`src/exec_settings.svh`:
```
`ifndef EXEC_SETTINGS_SVH
`define EXEC_SETTINGS_SVH

// datapath
`define EXEC_DATA_W 16
`define EXEC_PREG_NUM 64
`define EXEC_PREG_W 6
`define EXEC_ROB_W 6

// alu opcode width
`define EXEC_ALU_OP_W 3

// cycles the multiplier stays busy
`define EXEC_MULT_LAT 3

`endif

```
`src/exec_types_pkg.sv`:
```
`include "exec_settings.svh"

package exec_types_pkg;

	// operand or result word
	typedef logic [`EXEC_DATA_W-1:0] data_t;

	// physical register number
	typedef logic [`EXEC_PREG_W-1:0] preg_t;

	// reorder buffer slot
	typedef logic [`EXEC_ROB_W-1:0] rob_idx_t;

endpackage

```
`src/exec_ops_pkg.sv`:
```
`include "exec_settings.svh"

package exec_ops_pkg;

	typedef enum logic [`EXEC_ALU_OP_W-1:0] {
		op_add,
		op_sub,
		op_and,
		op_or,
		op_xor,
		op_shl,
		op_shr,
		op_ldi
	} alu_op_t;

	typedef enum logic [1:0] {
		mult_idle,
		mult_busy,
		mult_done
	} mult_state_t;

endpackage

```
`src/phys_reg_file.sv`:
```
`include "exec_settings.svh"

module phys_reg_file (
	input  logic                   clk,
	input  logic                   rst_n,
	input  exec_types_pkg::preg_t  rd_addr0,
	input  exec_types_pkg::preg_t  rd_addr1,
	input  exec_types_pkg::preg_t  rd_addr2,
	input  exec_types_pkg::preg_t  rd_addr3,
	output exec_types_pkg::data_t  rd_data0,
	output exec_types_pkg::data_t  rd_data1,
	output exec_types_pkg::data_t  rd_data2,
	output exec_types_pkg::data_t  rd_data3,
	input  logic                   wr_en,
	input  exec_types_pkg::preg_t  wr_preg,
	input  exec_types_pkg::data_t  wr_data
);

	exec_types_pkg::data_t regs [`EXEC_PREG_NUM];

	// no bypass, a same-cycle read sees the old value
	assign rd_data0 = regs[rd_addr0];
	assign rd_data1 = regs[rd_addr1];
	assign rd_data2 = regs[rd_addr2];
	assign rd_data3 = regs[rd_addr3];

	always_ff @(posedge clk or negedge rst_n) begin
		if (!rst_n) begin
			for (int i = 0; i < `EXEC_PREG_NUM; i++) begin
				regs[i] <= '0;
			end
		end else if (wr_en) begin
			regs[wr_preg] <= wr_data;
		end
	end

	// write enable comes from the writeback merge registers
	a_wr_en_known: assert property (
		@(posedge clk) disable iff (!rst_n)
		!$isunknown(wr_en)
	);

endmodule

```
`src/alu_lane.sv`:
```
module alu_lane (
	input  logic                      clk,
	input  logic                      rst_n,
	input  logic                      issue_valid,
	output logic                      issue_ready,
	input  exec_ops_pkg::alu_op_t     op,
	input  exec_types_pkg::data_t     src1_data,
	input  exec_types_pkg::data_t     src2_data,
	input  exec_types_pkg::data_t     imm,
	input  logic                      imm_vld,
	input  logic                      inv_src2,
	input  logic                      reg_wrt,
	input  exec_types_pkg::preg_t     dst,
	input  exec_types_pkg::rob_idx_t  idx,
	output logic                      res_vld,
	output exec_types_pkg::data_t     res_data,
	output exec_types_pkg::preg_t     res_dst,
	output logic                      res_wrt,
	output exec_types_pkg::rob_idx_t  res_idx,
	input  logic                      take
);

	exec_types_pkg::data_t operand_b;
	exec_types_pkg::data_t alu_out;

	// one result in flight, freed in the cycle it is taken
	assign issue_ready = !res_vld || take;

	always_comb begin
		operand_b = imm_vld ? imm : src2_data;
		if (inv_src2) begin
			operand_b = ~operand_b;
		end
		unique case (op)
			exec_ops_pkg::op_add: alu_out = src1_data + operand_b;
			exec_ops_pkg::op_sub: alu_out = src1_data - operand_b;
			exec_ops_pkg::op_and: alu_out = src1_data & operand_b;
			exec_ops_pkg::op_or:  alu_out = src1_data | operand_b;
			exec_ops_pkg::op_xor: alu_out = src1_data ^ operand_b;
			exec_ops_pkg::op_shl: alu_out = src1_data << operand_b[3:0];
			exec_ops_pkg::op_shr: alu_out = src1_data >> operand_b[3:0];
			exec_ops_pkg::op_ldi: alu_out = imm;
			default:              alu_out = '0;
		endcase
	end

	always_ff @(posedge clk or negedge rst_n) begin
		if (!rst_n) begin
			res_vld <= 1'b0;
		end else if (issue_valid && issue_ready) begin
			res_vld <= 1'b1;
		end else if (take) begin
			res_vld <= 1'b0;
		end
	end

	always_ff @(posedge clk) begin
		if (issue_valid && issue_ready) begin
			res_data <= alu_out;
			res_dst  <= dst;
			res_wrt  <= reg_wrt;
			res_idx  <= idx;
		end
	end

endmodule

```
`src/mult_lane.sv`:
```
`include "exec_settings.svh"

module mult_lane (
	input  logic                      clk,
	input  logic                      rst_n,
	input  logic                      issue_valid,
	output logic                      issue_ready,
	input  exec_types_pkg::data_t     src1_data,
	input  exec_types_pkg::data_t     src2_data,
	input  exec_types_pkg::preg_t     dst,
	input  logic                      reg_wrt,
	input  exec_types_pkg::rob_idx_t  idx,
	output logic                      res_vld,
	output exec_types_pkg::data_t     res_data,
	output exec_types_pkg::preg_t     res_dst,
	output logic                      res_wrt,
	output exec_types_pkg::rob_idx_t  res_idx
);

	typedef logic [$clog2(`EXEC_MULT_LAT+1)-1:0] cnt_t;

	exec_ops_pkg::mult_state_t state;
	cnt_t cnt;
	exec_types_pkg::data_t op_a;
	exec_types_pkg::data_t op_b;

	// free flag back to issue
	assign issue_ready = (state == exec_ops_pkg::mult_idle);
	assign res_vld = (state == exec_ops_pkg::mult_done);
	// low half of the product only
	assign res_data = op_a * op_b;

	always_ff @(posedge clk or negedge rst_n) begin
		if (!rst_n) begin
			state <= exec_ops_pkg::mult_idle;
			cnt <= '0;
		end else begin
			unique case (state)
				exec_ops_pkg::mult_idle: begin
					if (issue_valid) begin
						state <= exec_ops_pkg::mult_busy;
						// busy cycles plus the done cycle give the latency
						cnt <= cnt_t'(`EXEC_MULT_LAT - 2);
					end
				end
				exec_ops_pkg::mult_busy: begin
					if (cnt == '0) begin
						state <= exec_ops_pkg::mult_done;
					end else begin
						cnt <= cnt - 1'b1;
					end
				end
				default: state <= exec_ops_pkg::mult_idle;
			endcase
		end
	end

	always_ff @(posedge clk) begin
		if (issue_valid && issue_ready) begin
			op_a    <= src1_data;
			op_b    <= src2_data;
			res_dst <= dst;
			res_wrt <= reg_wrt;
			res_idx <= idx;
		end
	end

	// nothing else gets in until the result has gone out
	a_one_in_flight: assert property (
		@(posedge clk) disable iff (!rst_n)
		(issue_valid && issue_ready) |=>
			(!(issue_valid && issue_ready))[*(`EXEC_MULT_LAT - 1)] ##1
			(res_vld && !(issue_valid && issue_ready))
	);

endmodule

```
`src/writeback_merge.sv`:
```
module writeback_merge (
	input  logic                      clk,
	input  logic                      rst_n,
	input  logic                      alu_res_vld,
	input  exec_types_pkg::data_t     alu_res_data,
	input  exec_types_pkg::preg_t     alu_res_dst,
	input  logic                      alu_res_wrt,
	input  exec_types_pkg::rob_idx_t  alu_res_idx,
	output logic                      alu_take,
	input  logic                      mult_res_vld,
	input  exec_types_pkg::data_t     mult_res_data,
	input  exec_types_pkg::preg_t     mult_res_dst,
	input  logic                      mult_res_wrt,
	input  exec_types_pkg::rob_idx_t  mult_res_idx,
	output logic                      wr_en,
	output exec_types_pkg::preg_t     wr_preg,
	output exec_types_pkg::data_t     wr_data,
	output logic                      done_vld,
	output exec_types_pkg::rob_idx_t  done_idx,
	output exec_types_pkg::data_t     done_data,
	output exec_types_pkg::preg_t     done_preg,
	output logic                      done_wrt
);

	logic hold_full;
	logic hold_load;
	exec_types_pkg::data_t hold_data;
	exec_types_pkg::preg_t hold_dst;
	logic hold_wrt;
	exec_types_pkg::rob_idx_t hold_idx;

	logic sel_vld;
	exec_types_pkg::data_t sel_data;
	exec_types_pkg::preg_t sel_dst;
	logic sel_wrt;
	exec_types_pkg::rob_idx_t sel_idx;

	assign alu_take = !hold_full;
	// alu result parked behind a multiplier result
	assign hold_load = alu_res_vld && mult_res_vld && !hold_full;

	// multiplier first, then the hold, then the live alu result
	always_comb begin
		sel_vld  = 1'b1;
		sel_data = alu_res_data;
		sel_dst  = alu_res_dst;
		sel_wrt  = alu_res_wrt;
		sel_idx  = alu_res_idx;
		if (mult_res_vld) begin
			sel_data = mult_res_data;
			sel_dst  = mult_res_dst;
			sel_wrt  = mult_res_wrt;
			sel_idx  = mult_res_idx;
		end else if (hold_full) begin
			sel_data = hold_data;
			sel_dst  = hold_dst;
			sel_wrt  = hold_wrt;
			sel_idx  = hold_idx;
		end else if (!alu_res_vld) begin
			sel_vld = 1'b0;
		end
	end

	always_ff @(posedge clk or negedge rst_n) begin
		if (!rst_n) begin
			hold_full <= 1'b0;
			done_vld  <= 1'b0;
			done_wrt  <= 1'b0;
		end else begin
			if (hold_load) begin
				hold_full <= 1'b1;
			end else if (hold_full && !mult_res_vld) begin
				hold_full <= 1'b0;
			end
			done_vld <= sel_vld;
			if (sel_vld) begin
				done_wrt <= sel_wrt;
			end
		end
	end

	always_ff @(posedge clk) begin
		if (hold_load) begin
			hold_data <= alu_res_data;
			hold_dst  <= alu_res_dst;
			hold_wrt  <= alu_res_wrt;
			hold_idx  <= alu_res_idx;
		end
		if (sel_vld) begin
			done_data <= sel_data;
			done_preg <= sel_dst;
			done_idx  <= sel_idx;
		end
	end

	assign wr_en   = done_vld && done_wrt;
	assign wr_preg = done_preg;
	assign wr_data = done_data;

	// relies on the multiplier never producing two results in a row
	a_hold_drains: assert property (
		@(posedge clk) disable iff (!rst_n)
		hold_load |=> hold_full ##1 !hold_full
	);

endmodule

```
`src/exec_cluster.sv`:
```
module exec_cluster (
	input  logic                      clk,
	input  logic                      rst_n,
	input  logic                      alu_valid,
	output logic                      alu_ready,
	input  exec_ops_pkg::alu_op_t     alu_op,
	input  exec_types_pkg::preg_t     alu_src1,
	input  exec_types_pkg::preg_t     alu_src2,
	input  exec_types_pkg::data_t     alu_imm,
	input  logic                      alu_imm_vld,
	input  logic                      alu_inv_src2,
	input  exec_types_pkg::preg_t     alu_dst,
	input  logic                      alu_reg_wrt,
	input  exec_types_pkg::rob_idx_t  alu_idx,
	input  logic                      mult_valid,
	output logic                      mult_ready,
	input  exec_types_pkg::preg_t     mult_src1,
	input  exec_types_pkg::preg_t     mult_src2,
	input  exec_types_pkg::preg_t     mult_dst,
	input  logic                      mult_reg_wrt,
	input  exec_types_pkg::rob_idx_t  mult_idx,
	output logic                      done_vld,
	output exec_types_pkg::rob_idx_t  done_idx,
	output exec_types_pkg::data_t     done_data,
	output exec_types_pkg::preg_t     done_preg,
	output logic                      done_wrt
);

	exec_types_pkg::data_t alu_src1_data;
	exec_types_pkg::data_t alu_src2_data;
	exec_types_pkg::data_t mult_src1_data;
	exec_types_pkg::data_t mult_src2_data;

	logic                     alu_res_vld;
	exec_types_pkg::data_t    alu_res_data;
	exec_types_pkg::preg_t    alu_res_dst;
	logic                     alu_res_wrt;
	exec_types_pkg::rob_idx_t alu_res_idx;
	logic                     alu_take;

	logic                     mult_res_vld;
	exec_types_pkg::data_t    mult_res_data;
	exec_types_pkg::preg_t    mult_res_dst;
	logic                     mult_res_wrt;
	exec_types_pkg::rob_idx_t mult_res_idx;

	logic                     wr_en;
	exec_types_pkg::preg_t    wr_preg;
	exec_types_pkg::data_t    wr_data;

	// ports 0/1 feed the alu, 2/3 the multiplier
	phys_reg_file prf_i (
		.clk(clk), .rst_n(rst_n),
		.rd_addr0(alu_src1), .rd_addr1(alu_src2),
		.rd_addr2(mult_src1), .rd_addr3(mult_src2),
		.rd_data0(alu_src1_data), .rd_data1(alu_src2_data),
		.rd_data2(mult_src1_data), .rd_data3(mult_src2_data),
		.wr_en(wr_en), .wr_preg(wr_preg), .wr_data(wr_data)
	);

	alu_lane alu_i (
		.clk(clk), .rst_n(rst_n),
		.issue_valid(alu_valid), .issue_ready(alu_ready), .op(alu_op),
		.src1_data(alu_src1_data), .src2_data(alu_src2_data), .imm(alu_imm),
		.imm_vld(alu_imm_vld), .inv_src2(alu_inv_src2), .reg_wrt(alu_reg_wrt),
		.dst(alu_dst), .idx(alu_idx),
		.res_vld(alu_res_vld), .res_data(alu_res_data), .res_dst(alu_res_dst),
		.res_wrt(alu_res_wrt), .res_idx(alu_res_idx), .take(alu_take)
	);

	mult_lane mult_i (
		.clk(clk), .rst_n(rst_n),
		.issue_valid(mult_valid), .issue_ready(mult_ready),
		.src1_data(mult_src1_data), .src2_data(mult_src2_data),
		.dst(mult_dst), .reg_wrt(mult_reg_wrt), .idx(mult_idx),
		.res_vld(mult_res_vld), .res_data(mult_res_data), .res_dst(mult_res_dst),
		.res_wrt(mult_res_wrt), .res_idx(mult_res_idx)
	);

	writeback_merge wb_i (
		.clk(clk), .rst_n(rst_n),
		.alu_res_vld(alu_res_vld), .alu_res_data(alu_res_data),
		.alu_res_dst(alu_res_dst), .alu_res_wrt(alu_res_wrt),
		.alu_res_idx(alu_res_idx), .alu_take(alu_take),
		.mult_res_vld(mult_res_vld), .mult_res_data(mult_res_data),
		.mult_res_dst(mult_res_dst), .mult_res_wrt(mult_res_wrt),
		.mult_res_idx(mult_res_idx),
		.wr_en(wr_en), .wr_preg(wr_preg), .wr_data(wr_data),
		.done_vld(done_vld), .done_idx(done_idx), .done_data(done_data),
		.done_preg(done_preg), .done_wrt(done_wrt)
	);

endmodule

```
`config.mk`:
```
export PLATFORM = sky130hd
export DESIGN_NAME = exec_cluster
export DESIGN_NICKNAME = d
export VERILOG_FILES = /design/src/exec_types_pkg.sv /design/src/exec_ops_pkg.sv /design/src/phys_reg_file.sv /design/src/alu_lane.sv /design/src/mult_lane.sv /design/src/writeback_merge.sv /design/src/exec_cluster.sv
export VERILOG_INCLUDE_DIRS = /design/src
export SDC_FILE = /design/constraint.sdc
export NUM_CORES = 2
export LEC_CHECK = 0
export ABC_CLOCK_PERIOD_IN_PS = 4900
export BUFFER_PORTS_ARGS = -buffer_cell sky130_fd_sc_hd__buf_2
export CAP_MARGIN = 10
export CORE_MARGIN = 2
export CORE_UTILIZATION = 59
export DETAILED_ROUTE_END_ITERATION = 8
export PLACE_DENSITY_LB_ADDON = 0.05
export SLEW_MARGIN = 40
export SYNTH_ARGS = -nofsm -noshare
export SYNTH_HDL_FRONTEND = slang
export SYNTH_SLANG_ARGS = --single-unit
```
`constraint.sdc`:
```
create_clock -name clk -period 4.9 [get_ports clk]
set_input_delay 0.49 -clock clk [delete_from_list [all_inputs] [get_ports clk]]
set_output_delay 0.49 -clock clk [all_outputs]
set_load 0.005 [all_outputs]
```
After elaboration in Yosys (flattened, before gate mapping) --
Index checks and enable logic that the tools add are counted.
Word-level totals: output and inout bits 32, input bits 75, register bits 1163, word-level logic and storage cells 176
Cells by class: eq/ne operators 13, add/subtract/negate cells 3, magnitude comparators 6, shift operators 2, reductions and logical operators 18, muxes and demuxes 38, bitwise gates (word level) 9, multiply operators 1
Operators with widths (number):
- 1024-bit bitwise mux | 1
- 16-bit binary-select mux with 6-bit select | 4
- 16-bit 2-to-1 mux | 13
- 16-bit case mux with 8 select lines | 1
- 16-bit demux with 6-bit select | 1
- 7-bit greater-or-equal comparator (second input constant) | 5
- 6-bit NOT with 7-bit output | 5
- 6-bit 2-to-1 mux | 4
- 16-bit adder | 1
- 16-bit AND | 1
- 16-bit by 16-bit multiplier with 16-bit output | 1
- 16-bit NOT | 1
- 16-bit bitwise OR | 1
- 16-bit by 4-bit << shifter with 16-bit output | 1
- 16-bit by 4-bit right shift with 16-bit output | 1
- 16-bit subtractor | 1
- 16-bit bitwise XOR | 1
- 3-bit equality test (second input constant) | 4
- 1-bit 2-to-1 mux | 9
- 2-bit case mux with 2 select lines | 2
- 1-bit logical AND | 7
- 7-bit by 1-bit less-than comparator with 1-bit output (second input constant) | 1
- 3-bit by 2-bit equality test with 1-bit output (second input constant) | 2
- 2-bit 2-to-1 mux | 3
- 13 further kinds | 19

Depth between registers and ports, before layout --
depth after elaboration 9, mapped depth 29, mapped depth without buffers 22

By module --
From an unflattened synthesis, not the netlist that was laid out.
Unflattened totals: cells, all modules 5962, area total of the unflattened synthesis 83361.2 um2
Modules (own cells, without submodules):
- phys_reg_file | sequential area each 25624.6 um2, area an instance 70405.0 um2, instances 1, cells each 4657
- mult_lane | sequential area each 1451.4 um2, area an instance 5500.3 um2, instances 1, cells each 531
- alu_lane | sequential area each 895.9 um2, area an instance 4838.4 um2, instances 1, cells each 587
- writeback_merge | sequential area each 1786.7 um2, area an instance 2617.5 um2, instances 1, cells each 187

Worst setup path after synthesis --
OpenSTA, ideal clock, no wires.
kind input port to flip-flop, start input alu_src2[0], end register alu_i.res_data[14] (data pin), path buffers 8, path slack -780 ps, library setup time 272 ps, stages 29, data required time 4628 ps, arrival 5408 ps, cells stage by stage buf_6 -> buf_12 -> buf_6 -> buf_4 -> buf_6 -> mux2i_1 -> o22ai_1 -> o21ai_0 -> nand4_1 -> nand4_1 -> nor2b_1 -> buf_2 -> buf_2 -> buf_1 -> ha_1 -> nor2_1 -> xnor2_1 -> ha_1 -> a21o_1 -> a21oi_1 -> o21ai_0 -> a21oi_1 -> o21bai_1 -> a41oi_1 -> a211o_1 -> o21a_1 -> xor2_1 -> nor2_1 -> or4_1
On the way: word-level cells in the longest chain between the ends 9, elaborated cells between the ends (all ways) 15, those cells by class add/sub (2); shift (2); mux (6); bitwise (5)
RTL lines:
- from (decl) | RTL line exec_cluster.sv:8 | input exec_types_pkg::preg_t alu_src2,
- 6-bit NOT with 7-bit output (not written as such) (*) | RTL line phys_reg_file.sv:23 | assign rd_data1 = regs[rd_addr1];
- 16-bit binary-select mux with 6-bit select (*) | RTL line phys_reg_file.sv:23
- 16-bit 2-to-1 mux (not written as such) (*) (2 in series) | RTL line phys_reg_file.sv:23
- 16-bit 2-to-1 mux (*) | RTL line alu_lane.sv:30 | operand_b = imm_vld ? imm : src2_data;
- 16-bit NOT | RTL line alu_lane.sv:32 | operand_b = ~operand_b;
- 16-bit 2-to-1 mux (*) | RTL line alu_lane.sv:31 | if (inv_src2) begin
- 16-bit subtractor (tied with other cells) | RTL line alu_lane.sv:36 | exec_ops_pkg::op_sub: alu_out = src1_data - operand_b;
- 16-bit case mux with 8 select lines (*) | RTL line alu_lane.sv:34 | unique case (op)
- named net alu_i.alu_out[14] | RTL line alu_lane.sv:24 | exec_types_pkg::data_t alu_out;
- to (signal assigned) | RTL line alu_lane.sv:59 | res_data <= alu_out;
- to (decl) | RTL line alu_lane.sv:16 | output exec_types_pkg::data_t res_data,
The timed path passes the listed nets; every way through them passes the cells marked *. The select of a mux whose other input is x is not followed. A chain may end at the register's enable or synchronous reset.

Worst setup path after layout --
start register mult_i.op_b[1], end register wb_i.done_data[15] (data pin)
On the way: word-level cells in the longest chain between the ends 2
RTL lines:
- from (decl) | RTL line mult_lane.sv:25 | exec_types_pkg::data_t op_b;
- from (signal assigned) | RTL line mult_lane.sv:61 | op_b <= src2_data;
- 16-bit by 16-bit multiplier with 16-bit output | RTL line mult_lane.sv:31 | assign res_data = op_a * op_b;
- 16-bit 2-to-1 mux | RTL line writeback_merge.sv:49 | if (mult_res_vld) begin
- named net wb_i.sel_data[15] | RTL line writeback_merge.sv:33 | exec_types_pkg::data_t sel_data;
- to (signal assigned) | RTL line writeback_merge.sv:90 | done_data <= sel_data;
- to (decl) | RTL line writeback_merge.sv:20 | output exec_types_pkg::data_t done_data,
The timed path passes the listed nets, and every way through them passes these cells.

==> impl_metrics.py <==
metrics = {
    "synth": {
        "synth_cells": 5746,
        "ys_ff_latch": 1163,
        "synth_edf_count": 131,
        "syn_area_per_cell_um2": 14.5,
        "async_flop_share_pct": 88.7,
        "ys_warn_count": 0,
        "synth_seq_area_share_pct": 35.8,
        "synth_area_mm2": 0.0832,
        "synthTopCellsByCount": "mux4_2, mux2_2, dfrtp_1, clkbuf_1, mux2i_1",
        "syn_nets": 6001,
        "ys_types": 92,
        "synth_flop_cell": "dfrtp_1",
        "yosys-top-cells-area": "dfrtp_1, mux4_2, mux2_2",
        "yosysTopAreaCell": "dfrtp_1",
        "yosys.cell_count.top_type": "mux4_2",
        "synth_top_area_share_pct": 31.1,
    },
    "placement": {
        "place.gp.congestion": 1.01,
        "place_area_mm2": 0.0908,
        "placed_cells": 7939,
        "portBuffers": 106,
        "dpl.hpwl_mm": 215,
        "place_ws_ps": -1090,
    },
    "timing": {
        "timing.final.max_slew_violations": 0,
        "period_share_pct": 108,
        "hold_violations": 0,
        "slew_headroom_pct": 34.2,
        "final-setup-viol-count": 6,
        "period_minus_slack_ps": 5290,
        "clock.fmax_mhz": 189,
        "finClkSkew_ps": 43.3,
        "tns_ps": -1400,
        "tightest_slew_ps": 988,
        "rsz0062_at_grt": "true",
        "fin_ws_ps": -394,
    },
    "grt": {
        "track_usage_pct": 44.2,
        "grt_first_pass_wirelength_mm": 449,
        "grt_max_degree": 127,
        "use_met2_pct": 62.2,
        "grt_remaining_overflow": 0,
        "antenna_found_initial": 19,
        "met1_usage_pct": 60.5,
        "grt_pass1_vias": 61000,
        "busiest_layer": "met2",
        "globalRouteMet3Util_pct": 17.2,
    },
    "clock_network": {
        "cts_tree": "done",
        "numClockSinks": 1163,
        "clk_latency_ps": 800,
        "cts_root_buf": "clkbuf_16",
        "cts_buffer_depth": 3,
        "cts-buffers-inserted": 136,
        "htreeDepth": 4,
        "path_clk_slew_ps": 60,
    },
    "critical_path": {
        "cp_slowest_stage_delay_ps": 550,
        "start_kind": "flip-flop",
        "cp.arrival_ps": 5780,
        "cp_num_buf_inv": 4,
        "crit_family": "adder cells",
        "r2r_cells": 19,
        "cp_max_fo": 10,
        "r2r_slack_ps": -390,
        "endpoint_kind": "flip-flop",
        "path_class": "reg2reg",
        "critPathRequiredTime_ps": 5390,
        "r2r-end": "wb_i.done_data[15]",
        "crit_slowest_cell": "fa_1",
        "timing.rr.start": "mult_i.op_b[1]",
        "path_cells": "buf_6, and2_4, fa_1, inv_2, fa_1, inv_1, fa_1, fa_1, inv_1, fa_1, fa_2, xor2_1, xnor2_1, xnor2_1, xnor2_1, xnor2_1, xnor2_2, xnor2_1, mux2i_1",
    },
    "die": {
        "coreArea_mm2": 0.140,
        "start_util_pct": 59.5,
        "fp.dieH_um": 379,
        "io_pins": 107,
        "core.rowCount": 137,
        "die_x_um": 379,
        "dieArea_mm2": 0.144,
    },
    "detailed_routing": {
        "drcViolationCount": 0,
        "drtPass1Iterations": 6,
        "num_vias": 62100,
        "drt_iter0_markers": 9047,
        "vias_per_cell": 7.53,
        "antenna_left": 0,
        "routed_wirelength_mm": 313,
        "routedWlPerCell_um": 37.9,
    },
    "pwr": {
        "switching_share_pct": 39.1,
        "pwr-share-clk_pct": 17.2,
        "intPower_mw": 38.4,
        "p_switching_mw": 24.7,
        "comb_power_share_pct": 52.8,
        "leakagePower_nw": 41.4,
        "ir_worst_vdd_v": 0.00210,
        "power_density_mw_per_mm2": 654,
        "seq_power_share_pct": 30.1,
    },
    "final_layout": {
        "multi_input_area_mm2": 0.0510,
        "ff_latch_area_mm2": 0.0298,
        "nNetsFinal": 6513,
        "post_layout_nonfiller_instances": 8245,
        "syn_to_final_growth_pct": 16.1,
        "final_cell_area_mm2": 0.0965,
        "drive_gt1_share_pct": 55.2,
        "fillers": 9709,
    },
    "status": {
        "violations": "setup timing",
        "status": "finished, violations left",
    },
    "worst_hold_path": {
        "hold_class": "in2async",
    },
    "run": {
        "maxCapViolCount": 0,
    },
}
[power by group through the flow]
stage / logic (mW) / clock network (mW) / registers (mW)
after floorplan: 20.3 / 0 / 17.1
after global placement: 30.0 / 0 / 18.5
after detailed placement: 30.5 / 0 / 18.8
after CTS: 31.5 / 10.9 / 18.6
after global routing: 35.3 / 11.3 / 19.5
final: 33.3 / 10.8 / 19.0
[sequential cells by signal (all words and copies together) (netlist names), 2 cells and up]
signal and cells:
mult_i.op_a 16, wb_i.done_preg 6, alu_i.res_data 16, wb_i.hold_dst 6
wb_i.done_idx 6, alu_i.res_idx 6, mult_i.cnt 2, prf_i.regs 1024
mult_i.state 2, mult_i.op_b 16, wb_i.hold_data 16, wb_i.hold_idx 6
mult_i.res_idx 6, wb_i.done_data 16, mult_i.res_dst 6, alu_i.res_dst 6
[routing by layer]
metal	wire (um)	part of all wire, %
met4	18400	5.9
met1	114000	37
met3	45900	15
met5	203	0.065
met2	134000	43
[stage by stage]
step / total power, mW / utilization, % / hold WS [ps]
detailed placement: 49.3 / 65.0 / 431
global route: 66.1 / 69.1 / 209
global placement: 48.5 / 64.9 / 431
CTS: 61.1 / 68.9 / 187
finish: 63.1 / 69.1 / 198
floorplan: 37.5 / - / 194
[area by class of cell]
type / count / share of cell area (%)
multi-input cells: 3842 / 52.8
flip-flops and latches: 1163 / 30.8
repair buffers: 950 / 8.38
clock buffers: 199 / 4.22
well taps: 1876 / 2.43
clock inverters: 46 / 0.682
inverters: 165 / 0.642
diodes: 4 / 0.0104
[cells by family (layout without fill, tap and decap cells)]
kind of cell | after synthesis | after routing | synth area share (%)
AND/OR/NAND/NOR | 634 | 634 | 3.73
buffers and inverters | 741 | 1360 | 3.76
XOR/XNOR | 79 | 79 | 0.841
other | 0 | 4 | 0
AO/OA/AOI/OAI | 438 | 438 | 3.47
multiplexers | 2511 | 2511 | 49.0
flip-flops | 1163 | 1163 | 35.8
adder cells (fa/ha/maj) | 180 | 180 | 3.44
[worst max-delay path by stage]
stage / to / depth (start not counted) / startpoint
2_1_floorplan: alu_i.res_data[14] / 27 / alu_src2[0]
3_3_place_gp: alu_i.res_data[14] / 23 / alu_src2[2]
3_5_place_dp: alu_i.res_data[14] / 23 / alu_src2[2]
4_1_cts: wb_i.done_data[15] / 19 / mult_i.op_b[1]
5_1_grt: wb_i.done_data[15] / 19 / mult_i.op_b[1]
6_report: wb_i.done_data[15] / 19 / mult_i.op_b[1]
[layout by cell type, fill, tap and decap left out, drive strengths merged, types with 8 or more instances in the layout]
| cell type | n |
|---|---|
| and3 | 16 |
| fa | 81 |
| mux2i | 322 |
| a221oi | 10 |
| inv | 169 |
| xor2 | 11 |
| mux2 | 1048 |
| xnor2 | 68 |
| o21ai | 107 |
| clkbuf | 199 |
| nand2 | 208 |
| nor2 | 129 |
| o21bai | 8 |
| o211ai | 13 |
| bufinv | 11 |
| nand3 | 49 |
| clkinv | 25 |
| nor3b | 10 |
| a22oi | 51 |
| dlygate4sd3 | 29 |
| ha | 99 |
| edfxtp | 131 |
| mux4 | 1141 |
| and2 | 78 |
| a211oi | 8 |
| nand4 | 17 |
| buf | 921 |
| nand2b | 11 |
| dfrtp | 1032 |
| a31oi | 9 |
| o31ai | 8 |
| nor2b | 23 |
| o22ai | 72 |
| a21oi | 84 |
| nor3 | 55 |
[what timing repair did]
action,CTS,global route
gates cloned,0,0
endpoints found under the setup margin,14,16
hold buffers,29,0
gates resized for setup,49,62
endpoints found under the hold margin,105,0
pin swaps,51,49
setup buffers,18,10
Power figures use the tool's default switching activity.
